[src/rtl/hdc_pkg.sv]
package hdc_pkg;

    // hypervector and item memory geometry
    localparam int HV_WIDTH   = 32;
    localparam int ITEM_DEPTH = 100;
    localparam int NUM_CORES  = 8;

    // accepted symbol to accumulator update, in cycles
    localparam int PIPE_DEPTH = 3;

    // busy counter sizing for the apb wait states
    localparam int BUSY_W = $clog2(PIPE_DEPTH + 1);
    localparam logic [BUSY_W-1:0] BUSY_LOAD = BUSY_W'(PIPE_DEPTH);

    typedef logic [HV_WIDTH-1:0] hv_t;
    // 7 bits covers the 100 item entries
    typedef logic [6:0] sym_t;
    typedef logic [2:0] core_idx_t;
    // rotation amount, wraps modulo 32
    typedef logic [4:0] pos_t;

    // apb register map, byte offsets
    localparam logic [4:0] REG_CTRL     = 5'h00;
    localparam logic [4:0] REG_MEM_ADDR = 5'h04;
    localparam logic [4:0] REG_MEM_DATA = 5'h08;
    localparam logic [4:0] REG_SYM      = 5'h0C;
    localparam logic [4:0] REG_OUT      = 5'h10;

    // ctrl register bits
    localparam int CTRL_INIT_BIT    = 0;
    localparam int CTRL_CAPTURE_BIT = 1;

endpackage

[src/rtl/hdc_ctrl_if.sv]
`timescale 1ns/1ns

interface hdc_ctrl_if;
    import hdc_pkg::*;

    // single-cycle command pulses
    logic init;
    logic capture;
    logic shift;

    // item write, seen by every core at once
    logic mem_we;
    sym_t mem_addr;
    hv_t  mem_data;

    // symbol plus one-hot core select
    sym_t sym;
    logic [NUM_CORES-1:0] exec;

    // apb side drives everything
    modport ctrl (
        output init, capture, shift, mem_we, mem_addr, mem_data, sym, exec
    );

    // cores only listen
    modport core (
        input init, capture, shift, mem_we, mem_addr, mem_data, sym, exec
    );

endinterface

[src/rtl/hdc_apb_ctrl.sv]
`timescale 1ns/1ns

module hdc_apb_ctrl (
    input  logic         clk,
    input  logic         rst,
    input  logic [4:0]   paddr,
    input  logic         psel,
    input  logic         penable,
    input  logic         pwrite,
    input  logic [31:0]  pwdata,
    output logic [31:0]  prdata,
    output logic         pready,
    output logic         pslverr,
    input  hdc_pkg::hv_t out_data,
    hdc_ctrl_if.ctrl     ctrl
);
    import hdc_pkg::*;

    logic access;
    logic done;
    // address decode
    logic sel_ctrl;
    logic sel_mem_addr;
    logic sel_mem_data;
    logic sel_sym;
    logic sel_out;
    logic mapped;
    // symbol write fields
    sym_t      sym_idx;
    core_idx_t sym_core;
    // range checks
    logic sym_bad;
    logic mem_bad;
    logic err;
    logic ok;
    // wait state source
    logic stall;
    logic [BUSY_W-1:0] busy_cnt;
    // mem_addr keeps full width so large values fail the range check
    logic [31:0] mem_addr_q;

    // access phase of a transfer
    assign access = psel && penable;

    assign sel_ctrl     = (paddr == REG_CTRL);
    assign sel_mem_addr = (paddr == REG_MEM_ADDR);
    assign sel_mem_data = (paddr == REG_MEM_DATA);
    assign sel_sym      = (paddr == REG_SYM);
    assign sel_out      = (paddr == REG_OUT);
    assign mapped       = sel_ctrl || sel_mem_addr || sel_mem_data || sel_sym || sel_out;

    assign sym_idx  = pwdata[6:0];
    assign sym_core = pwdata[10:8];

    assign sym_bad = pwrite && sel_sym && (sym_idx >= ITEM_DEPTH);
    assign mem_bad = pwrite && sel_mem_data && (mem_addr_q >= ITEM_DEPTH);
    assign err     = !mapped || sym_bad || mem_bad;

    // ctrl and out wait for the pipeline to drain
    assign stall  = (busy_cnt != '0) && (sel_ctrl || sel_out);
    assign pready = access && !stall;

    // completing cycle, side effects happen here
    assign done    = access && pready;
    assign pslverr = done && err;
    assign ok      = done && !err;

    // busy counter
    always_ff @(posedge clk) begin
        if (rst) begin
            busy_cnt <= '0;
        end else if (ok && pwrite && sel_sym) begin
            busy_cnt <= BUSY_LOAD;
        end else if (busy_cnt != '0) begin
            busy_cnt <= busy_cnt - 1'b1;
        end
    end

    // mem_addr register
    always_ff @(posedge clk) begin
        if (rst) begin
            mem_addr_q <= '0;
        end else if (ok && pwrite && sel_mem_addr) begin
            mem_addr_q <= pwdata;
        end
    end

    // command pulses
    assign ctrl.init    = ok && pwrite && sel_ctrl && pwdata[CTRL_INIT_BIT];
    assign ctrl.capture = ok && pwrite && sel_ctrl && pwdata[CTRL_CAPTURE_BIT];
    assign ctrl.shift   = ok && !pwrite && sel_out;

    // broadcast item write, address already range checked
    assign ctrl.mem_we   = ok && pwrite && sel_mem_data;
    assign ctrl.mem_addr = sym_t'(mem_addr_q);
    assign ctrl.mem_data = pwdata;

    // symbol dispatch, one-hot on the core field
    assign ctrl.sym = sym_idx;

    always_comb begin
        ctrl.exec = '0;
        if (ok && pwrite && sel_sym) begin
            ctrl.exec[sym_core] = 1'b1;
        end
    end

    // read mux
    // write-only registers read as zero
    always_comb begin
        prdata = '0;
        if (sel_mem_addr) begin
            prdata = mem_addr_q;
        end else if (sel_out) begin
            prdata = out_data;
        end
    end

endmodule

[src/flat_wrapper.sv]
// flat-port wrapper written by rule: the top's interface ports become plain ports
module hdc_apb_ctrl_flat import hdc_pkg::*;
  (clk, rst, paddr, psel, penable, pwrite, pwdata, prdata, pready, pslverr, out_data, ctrl_init, ctrl_capture, ctrl_shift, ctrl_mem_we, ctrl_mem_addr, ctrl_mem_data, ctrl_sym, ctrl_exec);
  hdc_ctrl_if ctrl_i ();
  input  logic clk;
  input  logic rst;
  input  logic [4:0] paddr;
  input  logic psel;
  input  logic penable;
  input  logic pwrite;
  input  logic [31:0] pwdata;
  output logic [31:0] prdata;
  output logic pready;
  output logic pslverr;
  input  hdc_pkg::hv_t out_data;
  output wire logic [$bits(ctrl_i.init)-1:0] ctrl_init;
  output wire logic [$bits(ctrl_i.capture)-1:0] ctrl_capture;
  output wire logic [$bits(ctrl_i.shift)-1:0] ctrl_shift;
  output wire logic [$bits(ctrl_i.mem_we)-1:0] ctrl_mem_we;
  output wire logic [$bits(ctrl_i.mem_addr)-1:0] ctrl_mem_addr;
  output wire logic [$bits(ctrl_i.mem_data)-1:0] ctrl_mem_data;
  output wire logic [$bits(ctrl_i.sym)-1:0] ctrl_sym;
  output wire logic [$bits(ctrl_i.exec)-1:0] ctrl_exec;
  assign ctrl_init = ctrl_i.init;
  assign ctrl_capture = ctrl_i.capture;
  assign ctrl_shift = ctrl_i.shift;
  assign ctrl_mem_we = ctrl_i.mem_we;
  assign ctrl_mem_addr = ctrl_i.mem_addr;
  assign ctrl_mem_data = ctrl_i.mem_data;
  assign ctrl_sym = ctrl_i.sym;
  assign ctrl_exec = ctrl_i.exec;
  hdc_apb_ctrl u_core (.clk(clk), .rst(rst), .paddr(paddr), .psel(psel), .penable(penable), .pwrite(pwrite), .pwdata(pwdata), .prdata(prdata), .pready(pready), .pslverr(pslverr), .out_data(out_data), .ctrl(ctrl_i));
endmodule
[config.mk]
export PLATFORM = sky130hd
export DESIGN_NAME = hdc_apb_ctrl_flat
export DESIGN_NICKNAME = d
export VERILOG_FILES = /design/src/rtl/hdc_pkg.sv /design/src/rtl/hdc_ctrl_if.sv /design/src/rtl/hdc_apb_ctrl.sv /design/src/flat_wrapper.sv
export SDC_FILE = /design/constraint.sdc
export NUM_CORES = 1
export LEC_CHECK = 0
export BUFFER_PORTS_ARGS = -buffer_cell sky130_fd_sc_hd__buf_2
export CAP_MARGIN = 20
export CORE_UTILIZATION = 35
export CTS_CLUSTER_DIAMETER = 120
export DETAILED_ROUTE_END_ITERATION = 12
export PLACE_DENSITY = 0.68
export SYNTH_ARGS = -nofsm -noshare
export SYNTH_HDL_FRONTEND = slang
export SYNTH_SLANG_ARGS = --single-unit
[constraint.sdc]
create_clock -name clk -period 2.9 [get_ports clk]
set_input_delay 0.435 -clock clk [delete_from_list [all_inputs] [get_ports clk]]
set_output_delay 0.435 -clock clk [all_outputs]
set_load 0.05 [all_outputs]
==> flow_metrics.py <==
metrics = {
    "critical_path": {
        "worstSetupPathType": "flop to output pin",
        "cp_slowest_cell": "inv_4",
        "crit_family": "buffers and inverters",
        "cp.required_ns": 2.47,
        "startpoint": "u_core.busy_cnt[0]",
        "path_cells": "inv_1, ha_1, o311ai_4, inv_4, nand4_1, nor3_1, buf_2",
        "reg2reg_to": "u_core.mem_addr_q[9]",
        "slowest_delay_ns": 0.42,
        "critPathBufInv": 3,
        "reg2regPathDepth": 6,
        "worst-endpoint-arrival_ns": 2.23,
        "worstSetupEndpoint": "ctrl_exec[2]",
        "worst-path-max-fanout": 37,
        "cp-start-kind": "flop",
        "reg2reg_slack_ns": 1.11,
        "r2r_start": "u_core.busy_cnt[0]",
        "cp_num_cells": 7,
        "end_kind": "output pin",
    },
    "cts": {
        "clkTransAtPathRegs_ns": 0.07,
        "cts_setup_buffers": 0,
        "tritoncts": "yes",
        "htreeDepth": 2,
        "clkSinkCount": 34,
        "cts_buffer_depth": 2,
        "cts_resized": 0,
        "cts-root-buf": "clkbuf_8",
        "cts_hold_buffers": 0,
        "clock_latency_ns": 0.28,
        "cts_made_buffers": 5,
    },
    "die": {
        "placementRows": 30,
        "pin_count": 166,
        "die_h_um": 87.9,
        "initial_core_util_pct": 37.2,
        "dieArea_mm2": 0.00773,
        "fp.dieW_um": 87.9,
        "fp.coreArea_mm2": 0.00694,
    },
    "routing": {
        "viasPerCell": 4.98,
        "drc": 0,
        "via_count": 2507,
        "wl_per_cell_um": 14.2,
        "drt_iter0_drc": 98,
        "ant_nets": 0,
        "firstDrtPassIters": 5,
        "routed_wl_um": 7160,
    },
    "cells_and_area": {
        "antenna_cells": 0,
        "syn2layout_area_growth_pct": 23.4,
        "multi_input_area_mm2": 0.00140,
        "fin_area_mm2": 0.00319,
        "fill_cells": 718,
        "ff_latch_area_um2": 681,
        "fin_nets": 481,
        "layout-drive-gt1-share_pct": 60.2,
    },
    "yosys": {
        "synth_top_area_cell": "dfxtp_1",
        "synth-simple-area-share_pct": 22.7,
        "synth_compound_area_share_pct": 29.9,
        "synth_cell_types": 36,
        "netlist_area_mm2": 0.00258,
        "avgSynthCellArea_um2": 8.67,
        "ys_ff_latch": 34,
        "synth_top_area_share_pct": 26.4,
        "synth_mux_area_share_pct": 0.436,
        "synth_xor_area_share_pct": 0.339,
        "synth-edff-count": 0,
        "syn-num-nets": 373,
        "synthTopCellsByArea": "dfxtp_1 (26%), buf_4 (13%), nand3_2 (11%)",
        "ys_warn_count": 0,
        "synth.most_common_cell": "buf_4",
        "yosys-top-cells-count": "buf_4 (46), dfxtp_1 (34), a22o_1 (32)",
        "synth_top_family_by_area": "compound AO/OA/AOI/OAI gates",
        "synth-seq-area-share_pct": 26.4,
        "ys.flop_type": "dfxtp_1",
        "synthAdderAreaFrac_pct": 0.484,
        "netlist_instances": 298,
        "async_flop_share_pct": 0,
    },
    "power_and_ir_drop": {
        "combinationalPowerShare_pct": 30.5,
        "vdd_drop_max_mv": 0.171,
        "clock_power_share_pct": 29.4,
        "p_int_w": 0.000784,
        "switching_share_pct": 35.3,
        "p_seq_share_pct": 40.1,
        "switchingPower_w": 0.000428,
        "powerDensity_mw_per_mm2": 380,
        "leakagePower_nw": 1.38,
    },
    "grt": {
        "grt_overflow": 0,
        "grt_usage_pct": 18.2,
        "grt_start_max_net_pins": 38,
        "grt_pass1_vias": 2136,
        "antenna_found_initial": 0,
        "grt_pass1_wl_um": 10800,
    },
    "sta": {
        "finalHoldViolations": 0,
        "rsz0062_at_grt": "false",
        "finClkSkew_ns": 0.00720,
        "fmax_mhz": 376,
        "min_period_ns": 2.66,
        "tns_ns": 0,
        "max_slew_margin_pct": 36.9,
        "fin_crit_sh_pct": 91.7,
        "slew_violations": 0,
        "finalSetupViolCount": 0,
        "worst_slew_pin_slew_ns": 0.946,
    },
    "run": {
        "maxCapViolCount": 0,
    },
    "hold_path": {
        "hp-class": "input port to flop",
    },
    "placed_design": {
        "placed_area_mm2": 0.00309,
        "gp_congestion": 0.850,
        "dp_hpwl_um": 5390,
        "port-buffer-count": 165,
    },
    "run_status": {
        "status": "finished clean",
    },
}
[kinds of logic (layout without fill, tap and decap cells)]
kind of cell             Yosys count  after routing
AND/OR/NAND/NOR                   83             83
AO/OA/AOI/OAI                    103            103
buffers and inverters             75            184
flip-flops                        34             34
adder cells (fa/ha/maj)            1              1
multiplexers                       1              1
XOR/XNOR                           1              1
[tightest hold or removal path, stage by stage]
cell     delay (ns)
buf_2          0.11
nand3_2        0.05
a21oi_2        0.04
[cell usage in the layout (no fill, tap or decap), drive strengths merged, types with 4 or more instances in the layout]
| cell | count |
|---|---|
| nand3 | 36 |
| nor3 | 10 |
| nor2 | 8 |
| a21oi | 35 |
| a22o | 32 |
| buf | 172 |
| nor4 | 8 |
| nand2 | 7 |
| inv | 4 |
| dfxtp | 34 |
| clkbuf | 7 |
| o21ai | 33 |
[power groups by stage]
stage / Combinational (W) / Sequential, W / Clock (W)
after floorplan: 0.000300 / 0.000495 / 0
after global placement: 0.000367 / 0.000496 / 0
after detailed placement: 0.000371 / 0.000497 / 0
after CTS: 0.000371 / 0.000486 / 0.000369
after global routing: 0.000396 / 0.000487 / 0.000394
final: 0.000369 / 0.000486 / 0.000356
[how the worst min path moves through the flow]
stage | start | endpoint | slack, ns | depth (start not counted)
after global routing | pwdata[25] | u_core.mem_addr_q[25] | 0.39 | 3
final | pwdata[17] | u_core.mem_addr_q[17] | 0.40 | 3
after CTS | pwdata[13] | u_core.mem_addr_q[13] | 0.39 | 3
after detailed placement | u_core.mem_addr_q[11] | u_core.mem_addr_q[11] | 0.50 | 2
after floorplan | u_core.mem_addr_q[11] | u_core.mem_addr_q[11] | 0.47 | 2
after global placement | u_core.mem_addr_q[11] | u_core.mem_addr_q[11] | 0.50 | 2
[routing by layer]
| metal | global-route usage (%) | up-vias | wire, µm |
|---|---|---|---|
| li1 | - | 1263 | - |
| met1 | 24.0 | 1156 | 3250 |
| met2 | 30.4 | 84 | 3510 |
| met3 | 3.39 | 4 | 335 |
| met4 | 4.92 | 0 | 63 |
| met5 | 0 | - | 0 |
[metrics by stage]
| stage | power [W] | hold WS (ns) | std cells | utilization (%) | setup slack [ns] |
|---|---|---|---|---|---|
| after floorplan | 0.000795 | 0.466 | 298 | - | 0.0178 |
| after global placement | 0.000863 | 0.501 | 495 | 44.6 | 0.511 |
| after detailed placement | 0.000868 | 0.504 | 495 | 44.6 | 0.472 |
| after CTS | 0.00123 | 0.390 | 503 | 45.9 | 0.227 |
| after global routing | 0.00128 | 0.385 | 503 | 45.9 | 0.0510 |
| final | 0.00121 | 0.399 | 503 | 45.9 | 0.240 |
[flip-flops by register name (all words and copies together), names as in the netlist]
register,flops
u_core.mem_addr_q,32
u_core.busy_cnt,2
[cell type report]
| cell class | count | area share (%) |
|---|---|---|
| Clock inverter | 1 | 0.157 |
| Clock buffer | 7 | 2.71 |
| Sequential cell | 34 | 21.4 |
| Multi-Input combinational cell | 189 | 43.9 |
| Timing Repair Buffer | 172 | 27.6 |
| Tap cell | 96 | 3.77 |
| Inverter | 4 | 0.550 |
(Power assumes the default switching activity.)
