[src/rtl/hdc_pkg.sv]
package hdc_pkg;

    // hypervector and item memory geometry
    localparam int HV_WIDTH   = 32;
    localparam int ITEM_DEPTH = 100;
    localparam int NUM_CORES  = 8;

    // accepted symbol to accumulator update, in cycles
    localparam int PIPE_DEPTH = 3;

    // busy counter sizing for the apb wait states
    localparam int BUSY_W = $clog2(PIPE_DEPTH + 1);
    localparam logic [BUSY_W-1:0] BUSY_LOAD = BUSY_W'(PIPE_DEPTH);

    typedef logic [HV_WIDTH-1:0] hv_t;
    // 7 bits covers the 100 item entries
    typedef logic [6:0] sym_t;
    typedef logic [2:0] core_idx_t;
    // rotation amount, wraps modulo 32
    typedef logic [4:0] pos_t;

    // apb register map, byte offsets
    localparam logic [4:0] REG_CTRL     = 5'h00;
    localparam logic [4:0] REG_MEM_ADDR = 5'h04;
    localparam logic [4:0] REG_MEM_DATA = 5'h08;
    localparam logic [4:0] REG_SYM      = 5'h0C;
    localparam logic [4:0] REG_OUT      = 5'h10;

    // ctrl register bits
    localparam int CTRL_INIT_BIT    = 0;
    localparam int CTRL_CAPTURE_BIT = 1;

endpackage

[src/rtl/hdc_ctrl_if.sv]
`timescale 1ns/1ns

interface hdc_ctrl_if;
    import hdc_pkg::*;

    // single-cycle command pulses
    logic init;
    logic capture;
    logic shift;

    // item write, seen by every core at once
    logic mem_we;
    sym_t mem_addr;
    hv_t  mem_data;

    // symbol plus one-hot core select
    sym_t sym;
    logic [NUM_CORES-1:0] exec;

    // apb side drives everything
    modport ctrl (
        output init, capture, shift, mem_we, mem_addr, mem_data, sym, exec
    );

    // cores only listen
    modport core (
        input init, capture, shift, mem_we, mem_addr, mem_data, sym, exec
    );

endinterface

[src/rtl/item_memory.sv]
`timescale 1ns/1ns

module item_memory (
    input  logic         clk,
    input  logic         we,
    input  hdc_pkg::sym_t waddr,
    input  hdc_pkg::hv_t  wdata,
    input  logic         re,
    input  hdc_pkg::sym_t raddr,
    output hdc_pkg::hv_t  rdata
);
    import hdc_pkg::*;

    // one hypervector per symbol, mapped to block ram
    (* ram_style = "block" *) hv_t mem [0:ITEM_DEPTH-1];

    // identity contents until the bus master reprograms them
    initial begin
        for (int i = 0; i < ITEM_DEPTH; i++) begin
            mem[i] = hv_t'(i);
        end
    end

    // broadcast write port
    always_ff @(posedge clk) begin
        if (we) begin
            mem[waddr] <= wdata;
        end
    end

    // registered read, holds its value when idle
    always_ff @(posedge clk) begin
        if (re) begin
            rdata <= mem[raddr];
        end
    end

endmodule

[src/rtl/hdc_core.sv]
`timescale 1ns/1ns

module hdc_core #(
    parameter int CORE_ID = 0
) (
    input  logic         clk,
    input  logic         rst,
    hdc_ctrl_if.core     ctrl,
    input  hdc_pkg::hv_t chain_in,
    output hdc_pkg::hv_t chain_out
);
    import hdc_pkg::*;

    logic exec_bit;
    // valid pipe, one bit per stage
    logic v1;
    logic v2;
    logic v3;
    // lookup result, staging and final operand
    hv_t  lookup_hv;
    hv_t  stage_hv;
    hv_t  mix_hv;
    // rotation of the final operand
    logic [2*HV_WIDTH-1:0] rot_wide;
    hv_t  rot_hv;
    // encoder state
    hv_t  acc;
    pos_t pos;
    hv_t  chain_q;

    // this core's select bit
    assign exec_bit = ctrl.exec[CORE_ID];

    // private copy of the item table
    item_memory item_memory_inst (
        .clk   (clk),
        .we    (ctrl.mem_we),
        .waddr (ctrl.mem_addr),
        .wdata (ctrl.mem_data),
        .re    (exec_bit),
        .raddr (ctrl.sym),
        .rdata (lookup_hv)
    );

    always_ff @(posedge clk) begin
        if (rst) begin
            v1 <= 1'b0;
            v2 <= 1'b0;
            v3 <= 1'b0;
        end else begin
            v1 <= exec_bit;
            v2 <= v1;
            v3 <= v2;
        end
    end

    // staging breaks the ram to rotator path
    always_ff @(posedge clk) begin
        if (v1) begin
            stage_hv <= lookup_hv;
        end
        if (v2) begin
            mix_hv <= stage_hv;
        end
    end

    // rotate right by pos, upper copy wraps the low bits around
    assign rot_wide = {mix_hv, mix_hv} >> pos;
    assign rot_hv   = rot_wide[HV_WIDTH-1:0];

    // xor bundling
    // pos rotates at the last stage so back to back symbols see the updated count
    always_ff @(posedge clk) begin
        if (rst || ctrl.init) begin
            acc <= '0;
            pos <= '0;
        end else if (v3) begin
            acc <= acc ^ rot_hv;
            pos <= pos + 1'b1;
        end
    end

    // readout chain stage
    always_ff @(posedge clk) begin
        if (rst) begin
            chain_q <= '0;
        end else if (ctrl.capture) begin
            chain_q <= acc;
        end else if (ctrl.shift) begin
            chain_q <= chain_in;
        end
    end

    assign chain_out = chain_q;

endmodule

[src/flat_wrapper.sv]
// flat-port wrapper written by rule: the top's interface ports become plain ports
module hdc_core_flat import hdc_pkg::*;
#(
    parameter int CORE_ID = 0
)
  (clk, rst, chain_in, chain_out, ctrl_init, ctrl_capture, ctrl_shift, ctrl_mem_we, ctrl_mem_addr, ctrl_mem_data, ctrl_sym, ctrl_exec);
  hdc_ctrl_if ctrl_i ();
  input  logic clk;
  input  logic rst;
  input  hdc_pkg::hv_t chain_in;
  output hdc_pkg::hv_t chain_out;
  input wire logic [$bits(ctrl_i.init)-1:0] ctrl_init;
  input wire logic [$bits(ctrl_i.capture)-1:0] ctrl_capture;
  input wire logic [$bits(ctrl_i.shift)-1:0] ctrl_shift;
  input wire logic [$bits(ctrl_i.mem_we)-1:0] ctrl_mem_we;
  input wire logic [$bits(ctrl_i.mem_addr)-1:0] ctrl_mem_addr;
  input wire logic [$bits(ctrl_i.mem_data)-1:0] ctrl_mem_data;
  input wire logic [$bits(ctrl_i.sym)-1:0] ctrl_sym;
  input wire logic [$bits(ctrl_i.exec)-1:0] ctrl_exec;
  assign ctrl_i.init = ctrl_init;
  assign ctrl_i.capture = ctrl_capture;
  assign ctrl_i.shift = ctrl_shift;
  assign ctrl_i.mem_we = ctrl_mem_we;
  assign ctrl_i.mem_addr = ctrl_mem_addr;
  assign ctrl_i.mem_data = ctrl_mem_data;
  assign ctrl_i.sym = ctrl_sym;
  assign ctrl_i.exec = ctrl_exec;
  hdc_core #(.CORE_ID(CORE_ID)) u_core (.clk(clk), .rst(rst), .ctrl(ctrl_i), .chain_in(chain_in), .chain_out(chain_out));
endmodule
[config.mk]
export PLATFORM = sky130hd
export DESIGN_NAME = hdc_core_flat
export DESIGN_NICKNAME = d
export VERILOG_FILES = /design/src/rtl/hdc_pkg.sv /design/src/rtl/hdc_ctrl_if.sv /design/src/rtl/item_memory.sv /design/src/rtl/hdc_core.sv /design/src/flat_wrapper.sv
export SDC_FILE = /design/constraint.sdc
export NUM_CORES = 2
export LEC_CHECK = 0
export ABC_CLOCK_PERIOD_IN_PS = 4200
export BUFFER_PORTS_ARGS = -buffer_cell sky130_fd_sc_hd__clkbuf_2
export CORE_MARGIN = 2
export CORE_UTILIZATION = 55
export CTS_CLUSTER_SIZE = 25
export DETAILED_ROUTE_END_ITERATION = 7
export PLACE_DENSITY_LB_ADDON = 0.2
export SYNTH_ARGS = -nofsm -noshare
export SYNTH_HDL_FRONTEND = slang
export SYNTH_SLANG_ARGS = --single-unit
[constraint.sdc]
create_clock -name clk -period 4.2 [get_ports clk]
set_input_delay 0.42 -clock clk [delete_from_list [all_inputs] [get_ports clk]]
set_output_delay 0.42 -clock clk [all_outputs]
set_load 0.02 [all_outputs]
==> metrics.txt <==
# TYPE chip_impl_metric gauge
chip_impl_metric{name="postLayoutCellArea",unit="um2"} 148000
chip_impl_metric{name="r2r_slack",unit="ns"} 1.29
chip_impl_info{name="timing_worst_setup_path_type",value="reg2reg"} 1
chip_impl_metric{name="timing.final.crit_period",unit="ns"} 2.91
chip_impl_metric{name="grt_pass1_wl",unit="mm"} 491
chip_impl_metric{name="floorplan.rows",unit=""} 178
chip_impl_metric{name="tightest_slew",unit="ns"} 1.30
chip_impl_metric{name="areaGrowthSynthToFinish",unit="%"} 13.5
chip_impl_info{name="clk_root_buffer_cell",value="sky130_fd_sc_hd__clkbuf_16"} 1
chip_impl_info{name="path_delay_family",value="multiplexers"} 1
chip_impl_info{name="setup_repair_after_global_routing_missed_its_margin",value="no"} 1
chip_impl_info{name="yosys-top-cells-area",value="sky130_fd_sc_hd__edfxtp_1 (76%), sky130_fd_sc_hd__mux4_2 (12%), sky130_fd_sc_hd__mux2i_1 (3.6%)"} 1
chip_impl_metric{name="critPathMaxStageDelay",unit="ns"} 1.02
chip_impl_info{name="post-synth-top-area-cell",value="sky130_fd_sc_hd__edfxtp_1"} 1
chip_impl_info{name="hold_path.startpoint",value="ctrl_mem_data[6]"} 1
chip_impl_metric{name="setup_violation_total_in_the_final_timing_report",unit=""} 0
chip_impl_metric{name="power_per_cell_area",unit="nW/um2"} 474
chip_impl_metric{name="cts_num_sinks",unit=""} 3368
chip_impl_info{name="setup.worst_path.start",value="u_core.pos[1]"} 1
chip_impl_info{name="cells_traversed_along_the_worst_timing_path",value="mux4_2 > mux2_2 > mux2i_1 > o22ai_1 > xnor2_1 > nor2_1"} 1
chip_impl_metric{name="final_net_count",unit=""} 6728
chip_impl_metric{name="syn_area_cell",unit="um2"} 21.3
chip_impl_metric{name="clock_network_fraction_of_total_power",unit=""} 0.419
chip_impl_metric{name="initial_utilization",unit=""} 0.554
chip_impl_metric{name="synth_cell_types",unit=""} 62
chip_impl_metric{name="internal-power",unit="mW"} 55.5
chip_impl_metric{name="tritoncts.num_buffers",unit=""} 349
chip_impl_metric{name="worst_r2r_path_depth",unit=""} 6
chip_impl_metric{name="drive_gt1_frac",unit=""} 0.264
chip_impl_metric{name="power.switching",unit="mW"} 14.8
chip_impl_metric{name="vdd.ir_drop.worst",unit="V"} 0.000407
chip_impl_metric{name="seq_area",unit="um2"} 100000
chip_impl_metric{name="fmaxAchievable",unit="MHz"} 343
chip_impl_metric{name="number_of_antenna_violations_at_the_first_check_in_global_routing",unit=""} 25
chip_impl_metric{name="final-hold-violation-count",unit=""} 0
chip_impl_info{name="min_path_type",value="in2reg"} 1
chip_impl_metric{name="dieWidth",unit="um"} 491
chip_impl_metric{name="required_worst_endpoint",unit="ns"} 5.03
chip_impl_metric{name="critPathMaxFanout",unit=""} 35
chip_impl_metric{name="tns",unit="ns"} 0
chip_impl_metric{name="core-area",unit="um2"} 236000
chip_impl_info{name="run_status",value="finished clean"} 1
chip_impl_metric{name="1st_iter_drt_viols",unit=""} 9341
chip_impl_metric{name="timing.critical_path.buf_inv",unit=""} 0
chip_impl_info{name="worst_path_max_delay_cell",value="sky130_fd_sc_hd__dfxtp_2"} 1
chip_impl_metric{name="ys_seq_area_frac",unit=""} 0.769
chip_impl_metric{name="place_area",unit="um2"} 137000
chip_impl_metric{name="drv.max_cap_violation_count",unit=""} 0
chip_impl_metric{name="grt_max_degree",unit=""} 101
chip_impl_metric{name="report.final.slew_viol_count",unit=""} 0
chip_impl_info{name="cp-start-kind",value="flip-flop"} 1
chip_impl_metric{name="synth-warning-count",unit=""} 0
chip_impl_info{name="timing.rr.end",value="u_core.acc[8]"} 1
chip_impl_metric{name="cts.clk_slew.worst_paths",unit="ns"} 0.06
chip_impl_metric{name="seq_power_share",unit=""} 0.529
chip_impl_metric{name="clock_latency",unit="ns"} 1.00
chip_impl_metric{name="globalplace.congestion",unit=""} 0.923
chip_impl_metric{name="synthesis.area",unit="um2"} 131000
chip_impl_metric{name="place.port_buffers",unit=""} 116
chip_impl_metric{name="power.share.combinational",unit=""} 0.053
chip_impl_metric{name="track_usage",unit=""} 0.291
chip_impl_metric{name="post_cts.repair.setup_buffers",unit=""} 0
chip_impl_metric{name="drt.antenna.violating_nets",unit=""} 0
chip_impl_metric{name="synth.top_cell.area_share",unit=""} 0.758
chip_impl_metric{name="slew-limit-headroom",unit=""} 0.136
chip_impl_metric{name="wl_per_cell",unit="um"} 35.0
chip_impl_metric{name="design.die.area",unit="um2"} 241000
chip_impl_metric{name="cts.htree.levels",unit=""} 5
chip_impl_metric{name="detail_route.first_pass.iterations",unit=""} 5
chip_impl_info{name="synthMostInstantiatedCell",value="sky130_fd_sc_hd__edfxtp_1"} 1
chip_impl_metric{name="multiInputGateArea",unit="um2"} 28800
chip_impl_metric{name="finalWirelength",unit="mm"} 352
chip_impl_metric{name="fillerInstances",unit=""} 15900
chip_impl_metric{name="dpl.hpwl",unit="mm"} 205
chip_impl_metric{name="total_via_count_after_detailed_routing",unit=""} 66100
chip_impl_metric{name="final_min_period_over_clock_period",unit=""} 0.693
chip_impl_metric{name="final.setup_skew",unit="ns"} 0.0776
chip_impl_info{name="postSynth.topFlopCell",value="sky130_fd_sc_hd__edfxtp_1"} 1
chip_impl_metric{name="top_level_ports",unit=""} 124
chip_impl_metric{name="power_leakage",unit="nW"} 47.7
chip_impl_metric{name="synthCells",unit=""} 6132
chip_impl_info{name="tritoncts",value="done"} 1
chip_impl_metric{name="global_route.overflow_total",unit=""} 0
chip_impl_metric{name="worst_ep_arrival_time",unit="ns"} 3.74
chip_impl_info{name="synth.top_cells.by_count",value="sky130_fd_sc_hd__edfxtp_1 (3,296), sky130_fd_sc_hd__mux4_2 (711), sky130_fd_sc_hd__mux2i_1 (466)"} 1
chip_impl_metric{name="vias_per_cell",unit=""} 6.57
chip_impl_metric{name="mappedNetlistNets",unit=""} 6225
chip_impl_info{name="worst_setup_path_end_kind",value="flip-flop"} 1
chip_impl_metric{name="cts_max_path_buffers",unit=""} 4
chip_impl_info{name="worst_r2r_startpoint",value="u_core.pos[1]"} 1
chip_impl_info{name="worst_hold_path.endpoint",value="u_core.item_memory_inst.mem[73][6]"} 1
chip_impl_metric{name="dieHeight",unit="um"} 491
chip_impl_metric{name="synth_enable_flop_cells",unit=""} 3296
chip_impl_metric{name="power.switching_fraction",unit=""} 0.211
chip_impl_metric{name="ys_async_sr_fraction",unit=""} 0
chip_impl_metric{name="detail_route.drc_violations",unit=""} 0
chip_impl_metric{name="timing.hold.worst_path_depth",unit=""} 1
chip_impl_metric{name="postSynthRegisterBits",unit=""} 3368
chip_impl_metric{name="grt_pass1_vias",unit=""} 65200
[worst reg2reg max path, stage by stage (launching register included)]
cell,delay (ns)
sky130_fd_sc_hd__dfxtp_2,1.02
sky130_fd_sc_hd__mux4_2,0.68
sky130_fd_sc_hd__mux2_2,0.32
sky130_fd_sc_hd__mux2i_1,0.22
sky130_fd_sc_hd__o22ai_1,0.22
sky130_fd_sc_hd__xnor2_1,0.24
sky130_fd_sc_hd__nor2_1,0.06
[state kept, by name (all words and copies together) (netlist names)]
register,count
u_core.mix_hv,32
u_core.item_memory_inst.mem,3200
u_core.item_memory_inst.rdata,32
u_core.chain_out,32
u_core.v1,1
u_core.acc,32
u_core.v2,1
u_core.stage_hv,32
u_core.v3,1
u_core.pos,5
[cell usage in the layout, fill, tap and decap left out, types with 18 or more instances in the layout]
cell	instances
sky130_fd_sc_hd__xnor2_1	33
sky130_fd_sc_hd__o22ai_1	59
sky130_fd_sc_hd__nor2b_1	29
sky130_fd_sc_hd__mux2i_1	466
sky130_fd_sc_hd__buf_12	49
sky130_fd_sc_hd__a21oi_1	92
sky130_fd_sc_hd__o21ai_0	24
sky130_fd_sc_hd__nor2_4	99
sky130_fd_sc_hd__nand2_1	197
sky130_fd_sc_hd__a31oi_1	24
sky130_fd_sc_hd__clkbuf_2	78
sky130_fd_sc_hd__a22o_1	28
sky130_fd_sc_hd__clkinv_1	75
sky130_fd_sc_hd__buf_4	341
sky130_fd_sc_hd__edfxtp_1	3296
sky130_fd_sc_hd__dfxtp_1	70
sky130_fd_sc_hd__clkbuf_1	76
sky130_fd_sc_hd__mux4_2	711
sky130_fd_sc_hd__mux2_2	56
sky130_fd_sc_hd__a221oi_1	46
sky130_fd_sc_hd__nand3_1	48
sky130_fd_sc_hd__nor2_1	143
sky130_fd_sc_hd__clkinv_2	52
sky130_fd_sc_hd__dlygate4sd3_1	36
sky130_fd_sc_hd__bufinv_16	24
sky130_fd_sc_hd__a211oi_1	18
sky130_fd_sc_hd__clkbuf_16	358
sky130_fd_sc_hd__a22oi_1	149
[power groups by stage]
stage          registers [mW]  logic, mW  clock network (mW)
6_report                 37.2       3.71                29.4
5_1_grt                  37.2       3.86                31.1
4_1_cts                  37.2       3.70                29.7
3_5_place_dp             37.9       3.66                   0
3_3_place_gp             37.9       3.60                   0
2_1_floorplan            37.9       1.89                   0
[layer usage]
metal,vias to the layer above,track usage,part of all wire
li1,26700,-,-
met1,35000,0.397,0.38
met2,3727,0.462,0.48
met3,665,0.0623,0.10
met4,4,0.114,0.042
met5,-,0,0.000097
[through the flow]
| stage | total power, mW | instances | utilization | worst slack [ns] | hold WS [ns] |
|---|---|---|---|---|---|
| after floorplan | 39.7 | 6132 | - | 0.475 | 0.400 |
| after global placement | 41.5 | 9398 | 0.582 | 0.593 | 0.401 |
| after detailed placement | 41.5 | 9398 | 0.582 | 0.576 | 0.405 |
| after CTS | 70.6 | 10000 | 0.629 | 1.28 | 0.0168 |
| after global routing | 72.1 | 10000 | 0.629 | 1.03 | 0.0642 |
| final | 70.3 | 10100 | 0.629 | 1.29 | 0.0243 |
[what timing repair did]
item                      CTS  global route
hold endpoints to repair  172             0
hold buffers               36             0
gates resized for setup     0             0
[worst max-delay path by stage]
stage,cells after the start,endpoint,slack (ns)
floorplan,4,u_core.item_memory_inst.mem[57][0],0.48
global placement,11,u_core.item_memory_inst.rdata[30],0.59
detailed placement,7,u_core.item_memory_inst.rdata[26],0.58
CTS,6,u_core.acc[8],1.28
global route,6,u_core.acc[8],1.03
finish,6,u_core.acc[8],1.29
[area by class of cell]
| cell class | instances | area share |
|---|---|---|
| Antenna cell | 15 | 0.000253 |
| Clock buffer | 442 | 0.0629 |
| Clock inverter | 167 | 0.00946 |
| Inverter | 4 | 0.000160 |
| Multi-Input combinational cell | 2404 | 0.194 |
| Sequential cell | 3368 | 0.677 |
| Tap cell | 3150 | 0.0266 |
| Timing Repair Buffer | 508 | 0.0292 |
[kinds of logic (layout without fill, tap and decap cells)]
logic type               after synthesis  count (layout)  synth area share
XOR/XNOR                              36              36           0.00241
flip-flops                          3368            3368             0.769
other                                  0              15                 0
AND/OR/NAND/NOR                      596             596            0.0195
adder cells (fa/ha/maj)                1               1         0.0000958
multiplexers                        1233            1233             0.163
buffers and inverters                360            1121            0.0169
AO/OA/AOI/OAI                        538             538            0.0294
Note: power is estimated with default switching activity, not from simulation.
